--- src/rtl/dma_wr_pkg.sv ---
/* widths, field types and bus structs of the DMA write engine
   plus the state encoding of the beat unroll FSM */
package dma_wr_pkg;

   localparam int LTAG_W      = 4;
   localparam int NUM_LTAGS   = 16;
   localparam int ETAG_W      = 3;
   localparam int BEAT_W      = 2;
   localparam int MAX_BEATS   = 4;
   localparam int BEAT_BYTES  = 32;
   localparam int BEAT_SHIFT  = $clog2(BEAT_BYTES);
   localparam int DATA_W      = 256;
   localparam int SIZE_W      = 8;
   localparam int EA_W        = 64;
   localparam int RC_W        = 8;
   localparam int PEND_DEPTH  = 16;
   localparam int PEND_AW     = $clog2(PEND_DEPTH);
   // staging memory holds every beat of every local tag
   localparam int STAGE_DEPTH = NUM_LTAGS * MAX_BEATS;

   typedef logic [0:LTAG_W-1] ltag_t;
   typedef logic [0:ETAG_W-1] etag_t;
   typedef logic [0:BEAT_W-1] beat_t;
   typedef logic [0:SIZE_W-1] size_t;
   typedef logic [0:EA_W-1]   ea_t;
   typedef logic [0:RC_W-1]   rc_t;
   typedef logic [0:DATA_W-1] data_t;

   typedef struct packed {etag_t etag; ea_t ea; size_t size;} wr_req_t;

   // per local tag, written at request acceptance
   typedef struct packed {etag_t etag; ea_t ea; size_t size;} cmd_info_t;

   typedef struct packed {etag_t etag; beat_t beat;} wdata_req_t;

   // one entry per fetched beat, waiting for its data
   typedef struct packed {ltag_t ltag; beat_t beat; logic last;} pend_beat_t;

   typedef struct packed {ltag_t ltag; beat_t beat;} host_addr_t;

   // command tag is the local tag
   typedef struct packed {ltag_t tag; ea_t ea; size_t size;} host_cmd_t;

   typedef struct packed {ltag_t tag; rc_t rc;} host_rsp_t;

   typedef struct packed {etag_t etag; rc_t rc;} cpl_t;

   typedef enum logic {
      UNR_IDLE,
      UNR_BEATS
   } unroll_state_t;

endpackage

--- src/rtl/beat_unroll.sv ---
`timescale 1ns/100ps
/* request intake: tag claim, command info push,
   and one registered data-fetch request per 256-bit beat */
module beat_unroll
  (
   input  logic                   i_clk,
   input  logic                   i_rst_n,
   input  logic                   i_req_valid,
   output logic                   o_req_ready,
   input  dma_wr_pkg::wr_req_t    i_req,
   input  logic                   i_alloc_valid,
   output logic                   o_alloc_take,
   input  dma_wr_pkg::ltag_t      i_alloc_tag,
   output logic                   o_info_we,
   output dma_wr_pkg::ltag_t      o_info_tag,
   output dma_wr_pkg::cmd_info_t  o_info,
   output logic                   o_wdata_req_valid,
   output dma_wr_pkg::wdata_req_t o_wdata_req,
   output logic                   o_pend_push,
   output dma_wr_pkg::pend_beat_t o_pend
   );

   dma_wr_pkg::unroll_state_t state_q;
   dma_wr_pkg::ltag_t         ltag_q;
   dma_wr_pkg::etag_t         etag_q;
   dma_wr_pkg::beat_t         beat_q;
   dma_wr_pkg::beat_t         last_q;
   dma_wr_pkg::size_t         beat_cnt;
   dma_wr_pkg::size_t         beats_m1;
   logic                      accept;
   logic                      last_beat;

   // size rounded up to whole beats
   assign beat_cnt = (i_req.size + dma_wr_pkg::size_t'(dma_wr_pkg::BEAT_BYTES - 1))
                     >> dma_wr_pkg::BEAT_SHIFT;
   assign beats_m1 = beat_cnt - 1'b1;

   assign o_req_ready = (state_q == dma_wr_pkg::UNR_IDLE) && i_alloc_valid;
   assign accept      = i_req_valid && o_req_ready;

   assign o_alloc_take = accept;
   assign o_info_we    = accept;
   assign o_info_tag   = i_alloc_tag;
   assign o_info       = '{etag: i_req.etag, ea: i_req.ea, size: i_req.size};

   always_ff @(posedge i_clk)
   begin
      if (!i_rst_n)
      begin
         state_q <= dma_wr_pkg::UNR_IDLE;
      end
      else
      begin
         case (state_q)
            dma_wr_pkg::UNR_IDLE:
            begin
               if (accept)
               begin
                  state_q <= dma_wr_pkg::UNR_BEATS;
               end
            end
            dma_wr_pkg::UNR_BEATS:
            begin
               if (last_beat)
               begin
                  state_q <= dma_wr_pkg::UNR_IDLE;
               end
            end
            default:
            begin
               state_q <= dma_wr_pkg::UNR_IDLE;
            end
         endcase
      end
   end

   // request fields held for the whole unroll
   always_ff @(posedge i_clk)
   begin
      if (accept)
      begin
         ltag_q <= i_alloc_tag;
         etag_q <= i_req.etag;
         last_q <= beats_m1[dma_wr_pkg::SIZE_W-dma_wr_pkg::BEAT_W:dma_wr_pkg::SIZE_W-1];
         beat_q <= '0;
      end
      else if (state_q == dma_wr_pkg::UNR_BEATS)
      begin
         beat_q <= beat_q + 1'b1;
      end
   end

   assign last_beat = (beat_q == last_q);

   // fetch and pending entry leave together, one beat per cycle
   assign o_wdata_req_valid = (state_q == dma_wr_pkg::UNR_BEATS);
   assign o_wdata_req       = '{etag: etag_q, beat: beat_q};
   assign o_pend_push       = o_wdata_req_valid;
   assign o_pend            = '{ltag: ltag_q, beat: beat_q, last: last_beat};

   a_req_size : assert property (@(posedge i_clk) disable iff (!i_rst_n)
      accept |-> (i_req.size != '0) &&
                 (i_req.size <= dma_wr_pkg::MAX_BEATS * dma_wr_pkg::BEAT_BYTES));

endmodule

--- config.mk ---
export PLATFORM = sky130hd
export DESIGN_NAME = beat_unroll
export DESIGN_NICKNAME = d
export VERILOG_FILES = /design/src/rtl/dma_wr_pkg.sv /design/src/rtl/beat_unroll.sv
export SDC_FILE = /design/constraint.sdc
export NUM_CORES = 1
export LEC_CHECK = 0
export BUFFER_PORTS_ARGS = -buffer_cell sky130_fd_sc_hd__buf_4
export CORE_AREA = 2 2 70 72
export DETAILED_ROUTE_END_ITERATION = 8
export DIE_AREA = 0 0 72 74
export GPL_TIMING_DRIVEN = 1
export PLACE_DENSITY = 0.76
export SETUP_SLACK_MARGIN = 0.4
export SKIP_CTS_REPAIR_TIMING = 1
export SLEW_MARGIN = 20
export SYNTH_ARGS = -nofsm -noshare
export SYNTH_HDL_FRONTEND = slang
export SYNTH_SLANG_ARGS = --single-unit
--- constraint.sdc ---
create_clock -name i_clk -period 1.7 [get_ports i_clk]
set_input_delay 0.34 -clock i_clk [delete_from_list [all_inputs] [get_ports i_clk]]
set_output_delay 0.34 -clock i_clk [all_outputs]
set_load 0.03 [all_outputs]
Yosys cells after proc, flatten, opt, wreduce, memory -nomap -nowiden. Index checks and enable logic that the tools add are counted.

Bits in registers: 12. Word-level logic and storage cells: 15. Input bits: 83. Output and inout port bits: 96.

Bitwise gates (word level): 1. Add/sub/neg operators: 3. Muxes and demuxes: 3. Reduce and logical (&&, ||, !) cells: 2. Equality and inequality tests: 1.

Operators with widths (count): adder 7 x 5 -> 7 bit, second input constant (1); adder 2 x 1 -> 2 bit, second input constant (1); == test 2 bit (1); logical AND 1 bit (2); 2-to-1 mux 1 bit (2); case mux 1 bit (2 select lines) (1); subtractor 2 x 1 -> 2 bit, second input constant (1); inverter 1 bit (1).

Logic depth before layout (Yosys ltp).
Depth in word-level cells: 5. Depth in mapped cells: 3.

Least setup slack after synthesis. Ideal clock, no wire load.

Path type: flip-flop to output port. From: register state_q (netlist: o_pend_push). To: output port o_info_we. Data arrival time: 1.637 ns. Setup slack: -0.277 ns. Stages on the path, launching flop included: 3. Required time: 1.360 ns. Cell sequence: dfxtp_1 > nor2_1 > buf_4.

Word-level cells in the longest chain between the ends: 3.

Ends and longest elaborated chain: from (decl) (line beat_unroll.sv:23) `dma_wr_pkg::unroll_state_t state_q;`; from (signal assigned) (line beat_unroll.sv:50) `state_q <= dma_wr_pkg::UNR_IDLE;`; from (signal assigned) (line beat_unroll.sv:59) `state_q <= dma_wr_pkg::UNR_BEATS;`; from (signal assigned) (line beat_unroll.sv:66) `state_q <= dma_wr_pkg::UNR_IDLE;`; inverter 1 bit; logical AND 1 bit (line beat_unroll.sv:38) `assign o_req_ready = (state_q == dma_wr_pkg::UNR_IDLE) && i_alloc_valid;`; logical AND 1 bit (line beat_unroll.sv:39) `assign accept = i_req_valid && o_req_ready;`; to (decl) (line beat_unroll.sv:14) `output logic o_info_we,`.

Every way passes these cells.

==> impl_metrics.toml <==
[worst_setup_path]
cp_max_fo = 2
cp-startpoint = "last_q[0]"
required_ns = 1.36
path_cells = "xor2_1 -> nor2_1 -> buf_4"
start_kind = "flop"
r2r_start = "o_pend_push"
cp_slowest_stage_delay_ns = 0.40
crit_type = "flop to output port"
slowest_stage = "edfxtp_1"
setup.worst_path.end_class = "output port"
cp_top_family = "flip-flops"
cp_num_buf_inv = 1
worstPathArrival_ns = 1.13

[power]
power_frac_clock = 0.253
powerDensity_mw_per_mm2 = 1040
pwr-share-seq = 0.376
leakagePower_nw = 0.446
intPower_mw = 0.669
ir_drop_mv = 0.277
power_frac_comb = 0.371
swShare = 0.346
power_switching_mw = 0.354

[floorplan]
core_area_mm2 = 0.00460
fp.dieW_um = 72
start_util = 0.238
die_h_um = 74
row_count = 25
dieArea_mm2 = 0.00533
io_pins = 179

[layout]
antenna_cells = 0
finalNetCount = 171
fin_util = 0.213
layout-drive-gt1-share = 0.713
fill_cells = 500
fin_area_um2 = 981
syn_to_final_growth_pct = -10.2

[clocking]
clk_path_buf_depth = 2
cts_htree_levels = 1
root_buffer = "clkbuf_8"
cts-buffers-inserted = 3
clock_latency_ns = 0.24
cts_tree = "yes"
cts_sinks = 12
clk_pin_slew_ns = 0.05

[grt]
first_global_vias = 510
grt_max_degree = 11
grt_pass1_wl_mm = 3.57
antenna_found_initial = 0
grt_overflow = 0
grt.total_usage = 0.0967

[synthesis]
synthesis.area_mm2 = 0.00109
synth_cell_type_count = 14
yosys_warnings = 0
syn_inst = 116
syn_avg_cell_area_um2 = 9.42
syn_nets = 199
synth-seq-cells = 12
ys_seq_area_frac = 0.302

[routing]
wire_per_inst_um = 20.2
first_iter_violations = 19
ant_nets = 0
drc = 0
finalWirelength_mm = 2.85
num_vias = 561
via_per_inst = 3.98
first_pass_iters = 5

[timing]
maxSlewHeadroom = 0.904
min_period_ns = 1.47
worst_slew_pin_slew_ns = 0.143
fmax_ghz = 0.682
finalSetupTns_ns = 0
drv_slew = 0
fin_ws_ns = 0.233
hold_violations = 0
skew_ns = 0.00394
finalSetupViolations = 0
period_share = 0.863
hold_ws_ns = 0.292
rsz0062_at_grt = "true"

[status]
outcome = "complete, no violations"

[placement]
place.port_buffers = 48
preCtsSetupSlack_ns = 0.229
dp_hpwl_mm = 2.54
place_congestion = 0.663
dpl_cell_area_um2 = 911

[worst_hold_path]
hp-start = "i_alloc_tag[2]"
hold_path.class = "primary input to flop"

[job]
maxCapViolCount = 0
==> power groups by stage <==
| stage | combinational [mW] | clock (mW) | sequential [mW] |
|---|---|---|---|
| after detailed placement | 0.367 | 0 | 0.391 |
| after floorplan | 0.504 | 0 | 0.436 |
| final | 0.379 | 0.259 | 0.385 |
| after global placement | 0.364 | 0 | 0.389 |
| after CTS | 0.367 | 0.271 | 0.385 |
| after global routing | 0.399 | 0.295 | 0.390 |
==> cells in the final DEF, fill, tap and decap left out, drive strengths merged <==
| cell | count |
|---|---|
| mux2 | 1 |
| o22ai | 1 |
| nand2 | 4 |
| clkinv | 1 |
| nor3 | 1 |
| a21oi | 1 |
| clkbuf | 3 |
| or4 | 1 |
| nor2b | 1 |
| nand2b | 1 |
| dfxtp | 3 |
| xor2 | 5 |
| o21ai | 1 |
| nor2 | 3 |
| edfxtp | 9 |
| buf | 51 |
==> cell type report <==
class,instances,area [um^2],area share
Clock inverter,1,3.75,0.00383
Timing Repair Buffer,51,390,0.398
Clock buffer,3,41.3,0.0421
Multi-Input combinational cell,20,141,0.144
Sequential cell,12,337,0.343
Tap cell,54,67.6,0.0689
==> sequential cells by signal, summed over array words and instances (netlist names) <==
signal	flops
beat_q	2
etag_q	3
last_q	2
ltag_q	4
o_pend_push	1
==> routing by layer <==
metal,up-vias,part of all wire,global-route usage
li1,225,-,-
met1,223,0.24,0.0769
met2,105,0.46,0.136
met3,8,0.29,0.126
met4,0,0.019,0.0440
met5,-,0,0
==> worst reg2reg max path, cell delays in order (launching register included) <==
cell	delay, ns
dfxtp_4	0.38
nor2_4	0.16
buf_4	0.16
buf_4	0.16
==> worst paths after layout <==
kind	to	slack [ns]	depth (start not counted)
setup / recovery	o_pend[0]	0.23	3
hold / removal	ltag_q[2]	0.29	1
setup reg to reg	etag_q[2]	0.56	3
hold reg to reg	beat_q[1]	0.49	2
==> through the flow <==
stage	cells	total power, mW
after floorplan	116	0.940
final	141	1.02
after global placement	135	0.753
after detailed placement	135	0.758
after CTS	139	1.02
after global routing	141	1.08
==> synthesized netlist by cell type <==
cell type  number  share of area
edfxtp_1        9           0.25
xor2_1          5          0.040
nor2b_1         1         0.0057
nand2_1         4          0.014
or4_4           1          0.010
a21oi_1         1         0.0046
nand2b_1        1         0.0057
buf_4          84           0.58
mux2_2          1          0.010
nor3_2          1         0.0092
o21ai_0         1         0.0046
dfxtp_1         3          0.055
nor2_1          3          0.010
o22ai_1         1         0.0057
==> cell families (layout without fill, tap and decap cells) <==
family / after synthesis / in the layout / synth area share
buf+inv: 84 / 55 / 0.577
flops: 12 / 12 / 0.302
simple gates: 11 / 11 / 0.0550
xor+xnor: 5 / 5 / 0.0401
compound gates: 3 / 3 / 0.0149
mux: 1 / 1 / 0.0103
No activity file was read; power rests on OpenSTA's default activity.
