[src/rtl/dma_wr_pkg.sv]
/* widths, field types and bus structs of the DMA write engine
   plus the state encoding of the beat unroll FSM */
package dma_wr_pkg;

   localparam int LTAG_W      = 4;
   localparam int NUM_LTAGS   = 16;
   localparam int ETAG_W      = 3;
   localparam int BEAT_W      = 2;
   localparam int MAX_BEATS   = 4;
   localparam int BEAT_BYTES  = 32;
   localparam int BEAT_SHIFT  = $clog2(BEAT_BYTES);
   localparam int DATA_W      = 256;
   localparam int SIZE_W      = 8;
   localparam int EA_W        = 64;
   localparam int RC_W        = 8;
   localparam int PEND_DEPTH  = 16;
   localparam int PEND_AW     = $clog2(PEND_DEPTH);
   // staging memory holds every beat of every local tag
   localparam int STAGE_DEPTH = NUM_LTAGS * MAX_BEATS;

   typedef logic [0:LTAG_W-1] ltag_t;
   typedef logic [0:ETAG_W-1] etag_t;
   typedef logic [0:BEAT_W-1] beat_t;
   typedef logic [0:SIZE_W-1] size_t;
   typedef logic [0:EA_W-1]   ea_t;
   typedef logic [0:RC_W-1]   rc_t;
   typedef logic [0:DATA_W-1] data_t;

   typedef struct packed {etag_t etag; ea_t ea; size_t size;} wr_req_t;

   // per local tag, written at request acceptance
   typedef struct packed {etag_t etag; ea_t ea; size_t size;} cmd_info_t;

   typedef struct packed {etag_t etag; beat_t beat;} wdata_req_t;

   // one entry per fetched beat, waiting for its data
   typedef struct packed {ltag_t ltag; beat_t beat; logic last;} pend_beat_t;

   typedef struct packed {ltag_t ltag; beat_t beat;} host_addr_t;

   // command tag is the local tag
   typedef struct packed {ltag_t tag; ea_t ea; size_t size;} host_cmd_t;

   typedef struct packed {ltag_t tag; rc_t rc;} host_rsp_t;

   typedef struct packed {etag_t etag; rc_t rc;} cpl_t;

   typedef enum logic {
      UNR_IDLE,
      UNR_BEATS
   } unroll_state_t;

endpackage

[src/rtl/tag_pool.sv]
`timescale 1ns/100ps
/* local tag pool: free bitmap with lowest-index allocation
   and a free port driven by the completion path */
module tag_pool
  (
   input  logic              i_clk,
   input  logic              i_rst_n,
   output logic              o_alloc_valid,
   input  logic              i_alloc_take,
   output dma_wr_pkg::ltag_t o_alloc_tag,
   input  logic              i_free_valid,
   input  dma_wr_pkg::ltag_t i_free_tag
   );

   // bit set while the tag is free
   logic [0:dma_wr_pkg::NUM_LTAGS-1] free_map;
   logic [0:dma_wr_pkg::NUM_LTAGS-1] free_next;
   dma_wr_pkg::ltag_t                next_tag;

   always_comb
   begin
      free_next = free_map;
      if (i_alloc_take)
      begin
         free_next[o_alloc_tag] = 1'b0;
      end
      if (i_free_valid)
      begin
         free_next[i_free_tag] = 1'b1;
      end
   end

   // scan from the top, last hit is the lowest free index
   always_comb
   begin
      next_tag = '0;
      for (int i = dma_wr_pkg::NUM_LTAGS - 1; i >= 0; i--)
      begin
         if (free_next[i])
         begin
            next_tag = dma_wr_pkg::ltag_t'(i);
         end
      end
   end

   // offer is registered from the next map
   always_ff @(posedge i_clk)
   begin
      if (!i_rst_n)
      begin
         free_map      <= '1;
         o_alloc_valid <= 1'b0;
      end
      else
      begin
         free_map      <= free_next;
         o_alloc_valid <= |free_next;
      end
   end

   always_ff @(posedge i_clk)
   begin
      o_alloc_tag <= next_tag;
   end

   // completion may only return a tag that is out
   a_free_outstanding : assert property (@(posedge i_clk) disable iff (!i_rst_n)
      i_free_valid |-> !free_map[i_free_tag]);

endmodule

[config.mk]
export PLATFORM = sky130hd
export DESIGN_NAME = tag_pool
export DESIGN_NICKNAME = d
export VERILOG_FILES = /design/src/rtl/dma_wr_pkg.sv /design/src/rtl/tag_pool.sv
export SDC_FILE = /design/constraint.sdc
export NUM_CORES = 1
export LEC_CHECK = 0
export BUFFER_PORTS_ARGS = -buffer_cell sky130_fd_sc_hd__buf_2
export CORE_MARGIN = 5
export CORE_UTILIZATION = 30
export CTS_BUF_LIST = sky130_fd_sc_hd__clkbuf_8
export CTS_CLUSTER_DIAMETER = 40
export DETAILED_ROUTE_END_ITERATION = 6
export PLACE_DENSITY = 0.44
export SETUP_SLACK_MARGIN = 0.02
export SYNTH_ARGS = -nofsm -noshare
export SYNTH_HDL_FRONTEND = slang
export SYNTH_SLANG_ARGS = --single-unit
[constraint.sdc]
create_clock -name i_clk -period 1.64 [get_ports i_clk]
set_clock_uncertainty 0.2 [all_clocks]
set_input_delay 0.082 -clock i_clk [delete_from_list [all_inputs] [get_ports i_clk]]
set_output_delay 0.082 -clock i_clk [all_outputs]
set_load 0.05 [all_outputs]
* Word level (Yosys, flattened, before mapping)
Cells that the tools add are included.
W data, S select, Z words.
** Word-level totals
- Output and inout bits :: 5
- Bits in registers :: 21
- Word-level logic and storage cells :: 42
- Input bits :: 8
** Cells by class
- Bitwise logic cells :: 5
- Mux-type cells :: 21
- Reduce and logical (&&, ||, !) cells :: 6
- Magnitude comparators :: 4
** Operator list (number)
- $mux W16 :: 2
- $mux W4 :: 8
- $and A16 B16 Y16 :: 1
- $not A16 Y16 :: 1
- $or A16 B16 Y16 :: 1
- $reduce_or A16 Y1 :: 1
- $mux W3 :: 4
- $ge A5 B5 Y1 const B :: 2
- $lt A5 B1 Y1 const B :: 2
- $not A4 Y5 :: 2
- $demux W1 S4 :: 2
- $reduce_or A8 Y1 :: 1
- $mux W2 :: 2
- $reduce_or A4 Y1 :: 1
- $mux W1 :: 3
- $logic_and A1 B1 Y1 :: 2
- $reduce_or A2 Y1 :: 1

* Depth between registers and ports, before layout
- Word-level depth :: 25
- Depth in mapped cells :: 6
- Mapped depth without buffers :: 6

* Worst setup path before layout
No wires, ideal clock.
- Kind :: reg2reg
- Start :: register o_alloc_tag[1]
- End :: register o_alloc_tag[0]
- Buffers on the path :: 0
- Setup time :: 117 ps
- Period minus slack after synthesis :: 2175 ps
- Data arrival time :: 1858 ps
- Path slack :: -535 ps
- Data required time :: 1323 ps
- Cell stages (with the launch flop) :: 7
- Cells stage by stage :: dfxtp_1 > nand2_1 > o21ai_2 > o21a_2 > o2111ai_1 > a211o_1 > a32o_1
** On the way
- Longest elaborated chain between the ends :: 25
- Elaborated cells between the ends (all ways) :: 26
- Classes of those cells :: order compare: 2; mux: 19; bitwise: 4; reduce/logical: 1
** Ends and longest elaborated chain
- start: declaration :: line tag_pool.sv:10 : output dma_wr_pkg::ltag_t o_alloc_tag,
- start signal: assignment :: line tag_pool.sv:63 : o_alloc_tag <= next_tag;
- $not A4 Y5 (implied by the code) (*) :: line tag_pool.sv:25 : free_next[o_alloc_tag] = 1'b0;
- $ge A5 B5 Y1 (implied by the code) or $lt A5 B1 Y1 (tied branches) :: line tag_pool.sv:25
- $logic_and A1 B1 Y1 (implied by the code) :: line tag_pool.sv:25
- $mux W1 (implied by the code) :: line tag_pool.sv:25
- $demux W1 S4 (*) :: line tag_pool.sv:25
- $not A16 Y16 (no source line) (*)
- $and A16 B16 Y16 (no source line) (*)
- $mux W16 (*) :: line tag_pool.sv:23 : if (i_alloc_take)
- $or A16 B16 Y16 (no source line)
- $mux W16 (*) :: line tag_pool.sv:27 : if (i_free_valid)
- $mux W4 (8 in series) :: line tag_pool.sv:39 : if (free_next[i])
- $mux W3 (4 in series) :: line tag_pool.sv:39
- $mux W2 (2 in series) :: line tag_pool.sv:39
- $mux W1 :: line tag_pool.sv:39
Every way passes the cells marked *; elsewhere a longest branch is shown, timed or not.
A chain may end at the register's enable or synchronous reset.

* Final worst setup path
- Start :: register o_alloc_tag[2]
- End :: register o_alloc_tag[0]
The elaborated chain is that of the path after synthesis.

==> impl_metrics.json <==
{
  "syn_area_mm2": 0.001066,
  "syn_nets": 141,
  "yosysTopAreaCellShare_pct": 39.44,
  "start_util_pct": 31.45,
  "dpl_cell_area_mm2": 0.001484,
  "synth_top_area_cell": "dfxtp_1",
  "slowest_stage": "dfxtp_4",
  "viasPerCell": 5.021,
  "startpoint_type": "flip-flop",
  "ys_ff_latch": 21,
  "min_period_ns": 1.885,
  "post-route-util_pct": 49.98,
  "gp_congestion": 0.9840,
  "io_pins": 13,
  "hold_path.class": "in -> reg",
  "ys_seq_area_share_pct": 39.44,
  "cts-root-buf": "clkbuf_8",
  "postRouteAntennaNets": 0,
  "cp_slowest_stage_delay_ns": 0.36,
  "fin_area_mm2": 0.001694,
  "drtPass1Iterations": 5,
  "final_net_count": 203,
  "area_delta_synth_final_pct": 58.92,
  "overflow": 0,
  "vias": 1205,
  "row_count": 21,
  "grt_pass1_wl_mm": 5.934,
  "core_area_mm2": 0.003390,
  "slew_headroom_pct": 75.69,
  "yosysUniqueCellTypes": 32,
  "setup_violations": 8,
  "grt_max_degree": 18,
  "netlist_instances": 133,
  "wl_mm": 3.669,
  "finalCritPeriodShare_pct": 114.9,
  "antenna_cells": 0,
  "violations": "setup timing",
  "ys.flop_type": "dfxtp_1",
  "cts_buffer_depth": 2,
  "ys_top_cells_by_area": "dfxtp_1, nand2_1, o211ai_1",
  "wl_per_cell_um": 15.29,
  "cap_violations": 0,
  "clock_sinks": 21,
  "required_ns": 1.60,
  "synthTopCellsByCount": "dfxtp_1, nand2_1, o21ai_0, o211ai_1",
  "synth.avg_cell_area_um2": 8.015,
  "dp_hpwl_mm": 2.752,
  "p_total_mw": 1.429,
  "cp_top_family": "compound AO/OA/AOI/OAI gates",
  "cp.buffers_inverters": 0,
  "ys.warnings.count": 0,
  "synth-edff-count": 0,
  "antenna_found_initial": 0,
  "drt_iter0_markers": 79,
  "die_w_um": 69.61,
  "end_kind": "flip-flop",
  "hold_viol_final": 0,
  "worst_slew_pin_slew_ns": 0.3646,
  "max_freq_mhz": 530.5,
  "yosysMostFrequentCell": "dfxtp_1",
  "grt_pass1_vias": 1209,
  "io_buffers": 12,
  "path_max_fanout": 5,
  "cts_buffers": 3,
  "dpl_worst_slack_ns": -0.3208,
  "htreeDepth": 1,
  "track_usage_pct": 15.52,
  "crit_type": "reg -> reg",
  "status": "complete, but fails checks",
  "power_density_mw_per_mm2": 843.6,
  "drive_above_1_share_pct": 47.94,
  "cts_tree": "built",
  "fin_ws_ns": -0.2451,
  "leakagePower_nw": 0.7122,
  "fp.dieArea_mm2": 0.004846,
  "irDropWorstVdd_v": 0.0003065,
  "drc": 0,
  "timing.final.max_slew_violations": 0,
  "insertion_delay_ns": 0.26,
  "crit_chain": "nand3b_1 > o21ai_2 > o21a_2 > a21oi_1 > a211o_1 > a32o_1",
  "clk_pin_slew_ns": 0.08,
  "rsz0062_at_grt": "true",
  "worstPathArrival_ns": 1.84,
  "die_y_um": 69.61,
  "async_reset_ff_share_pct": 0
}
[path summary, 6_finish.rpt]
| check | start | endpoint | slack, ns | cells past startpoint |
|---|---|---|---|---|
| setup / recovery | o_alloc_tag[2]$_SDFF_PP0_ | o_alloc_tag[0]$_SDFF_PP0_ | -0.25 | 6 |
| hold / removal | i_free_tag[0] | free_map[12]$_SDFF_PN1_ | 0.11 | 5 |
| setup reg to reg | o_alloc_tag[2]$_SDFF_PP0_ | o_alloc_tag[0]$_SDFF_PP0_ | -0.25 | 6 |
| hold reg to reg | free_map[15]$_SDFF_PN1_ | free_map[15]$_SDFF_PN1_ | 0.39 | 3 |
[state kept, by name, indices dropped and copies added (netlist names)]
signal         count
free_map          16
o_alloc_tag        4
o_alloc_valid      1
[power by group]
| part | internal [mW] | switching, mW |
|---|---|---|
| logic | 0.194 | 0.305 |
| clock network | 0.167 | 0.171 |
| registers | 0.555 | 0.0369 |
| total | 0.916 | 0.513 |
[area by class of cell]
class | instances | area, um^2
inverter | 6 | 22.52
tap | 46 | 57.56
multi-input combinational | 104 | 710.7
clock inverter | 1 | 3.754
sequential | 21 | 435.4
timing repair buffer | 59 | 422.9
clock buffer | 3 | 41.29
fill | 335 | 1695
[worst register-to-register path: cells and delay by family (launching register included)]
kind	cells	cell delay [ns]
flops	1	0.36
compound gates	5	0.99
simple gates	1	0.24
[logic make-up after synthesis]
family	after synthesis	synth area share, %
compound gates	53	32.16
simple gates	51	25.59
flops	21	39.44
buf+inv	8	2.816
[layout by cell type (no fill, tap or decap), types with 2 or more instances in the layout]
cell type / netlist / routed
a21oi_1: 3 / 3
buf_2: 0 / 12
buf_4: 0 / 44
buf_6: 0 / 2
clkbuf_8: 0 / 3
dfxtp_1: 21 / 17
dfxtp_4: 0 / 4
inv_1: 6 / 7
nand2_1: 20 / 18
nand2_2: 0 / 2
nand2b_1: 2 / 2
nand3_1: 6 / 4
nand3_2: 0 / 2
nand3b_1: 4 / 4
nor2_1: 9 / 8
o211ai_1: 10 / 10
o21ai_0: 15 / 4
o21ai_1: 9 / 12
o21ai_2: 5 / 11
o21ai_4: 0 / 2
or3b_1: 2 / 2
[stage by stage]
step	hold slack, ns	setup TNS (ns)	std cells
finish	0.1139	-1.125	240
global route	0.1630	-1.972	240
CTS	0.1150	-1.279	236
detailed placement	0.2190	-1.300	228
global placement	0.2175	-1.364	228
floorplan	0.1014	-0.6281	133
[metal layers]
| layer | vias up | GRT usage [%] | share of wire, % |
|---|---|---|---|
| li1 | 613 | - | - |
| met1 | 554 | 21.55 | 48 |
| met2 | 33 | 24.68 | 46 |
| met3 | 5 | 2.464 | 5.2 |
| met4 | 0 | 4.468 | 1.1 |
| met5 | - | 0 | 0 |
[what timing repair did]
item | 4_1_cts | 5_1_grt
resized for setup | 19 | 14
endpoints found under the setup margin | 8 | 10
setup buffers | 3 | 4
hold endpoints to repair | 15 | 0
pin swaps | 4 | 7
hold buffers | 1 | 0
(Power assumes the default switching activity.)
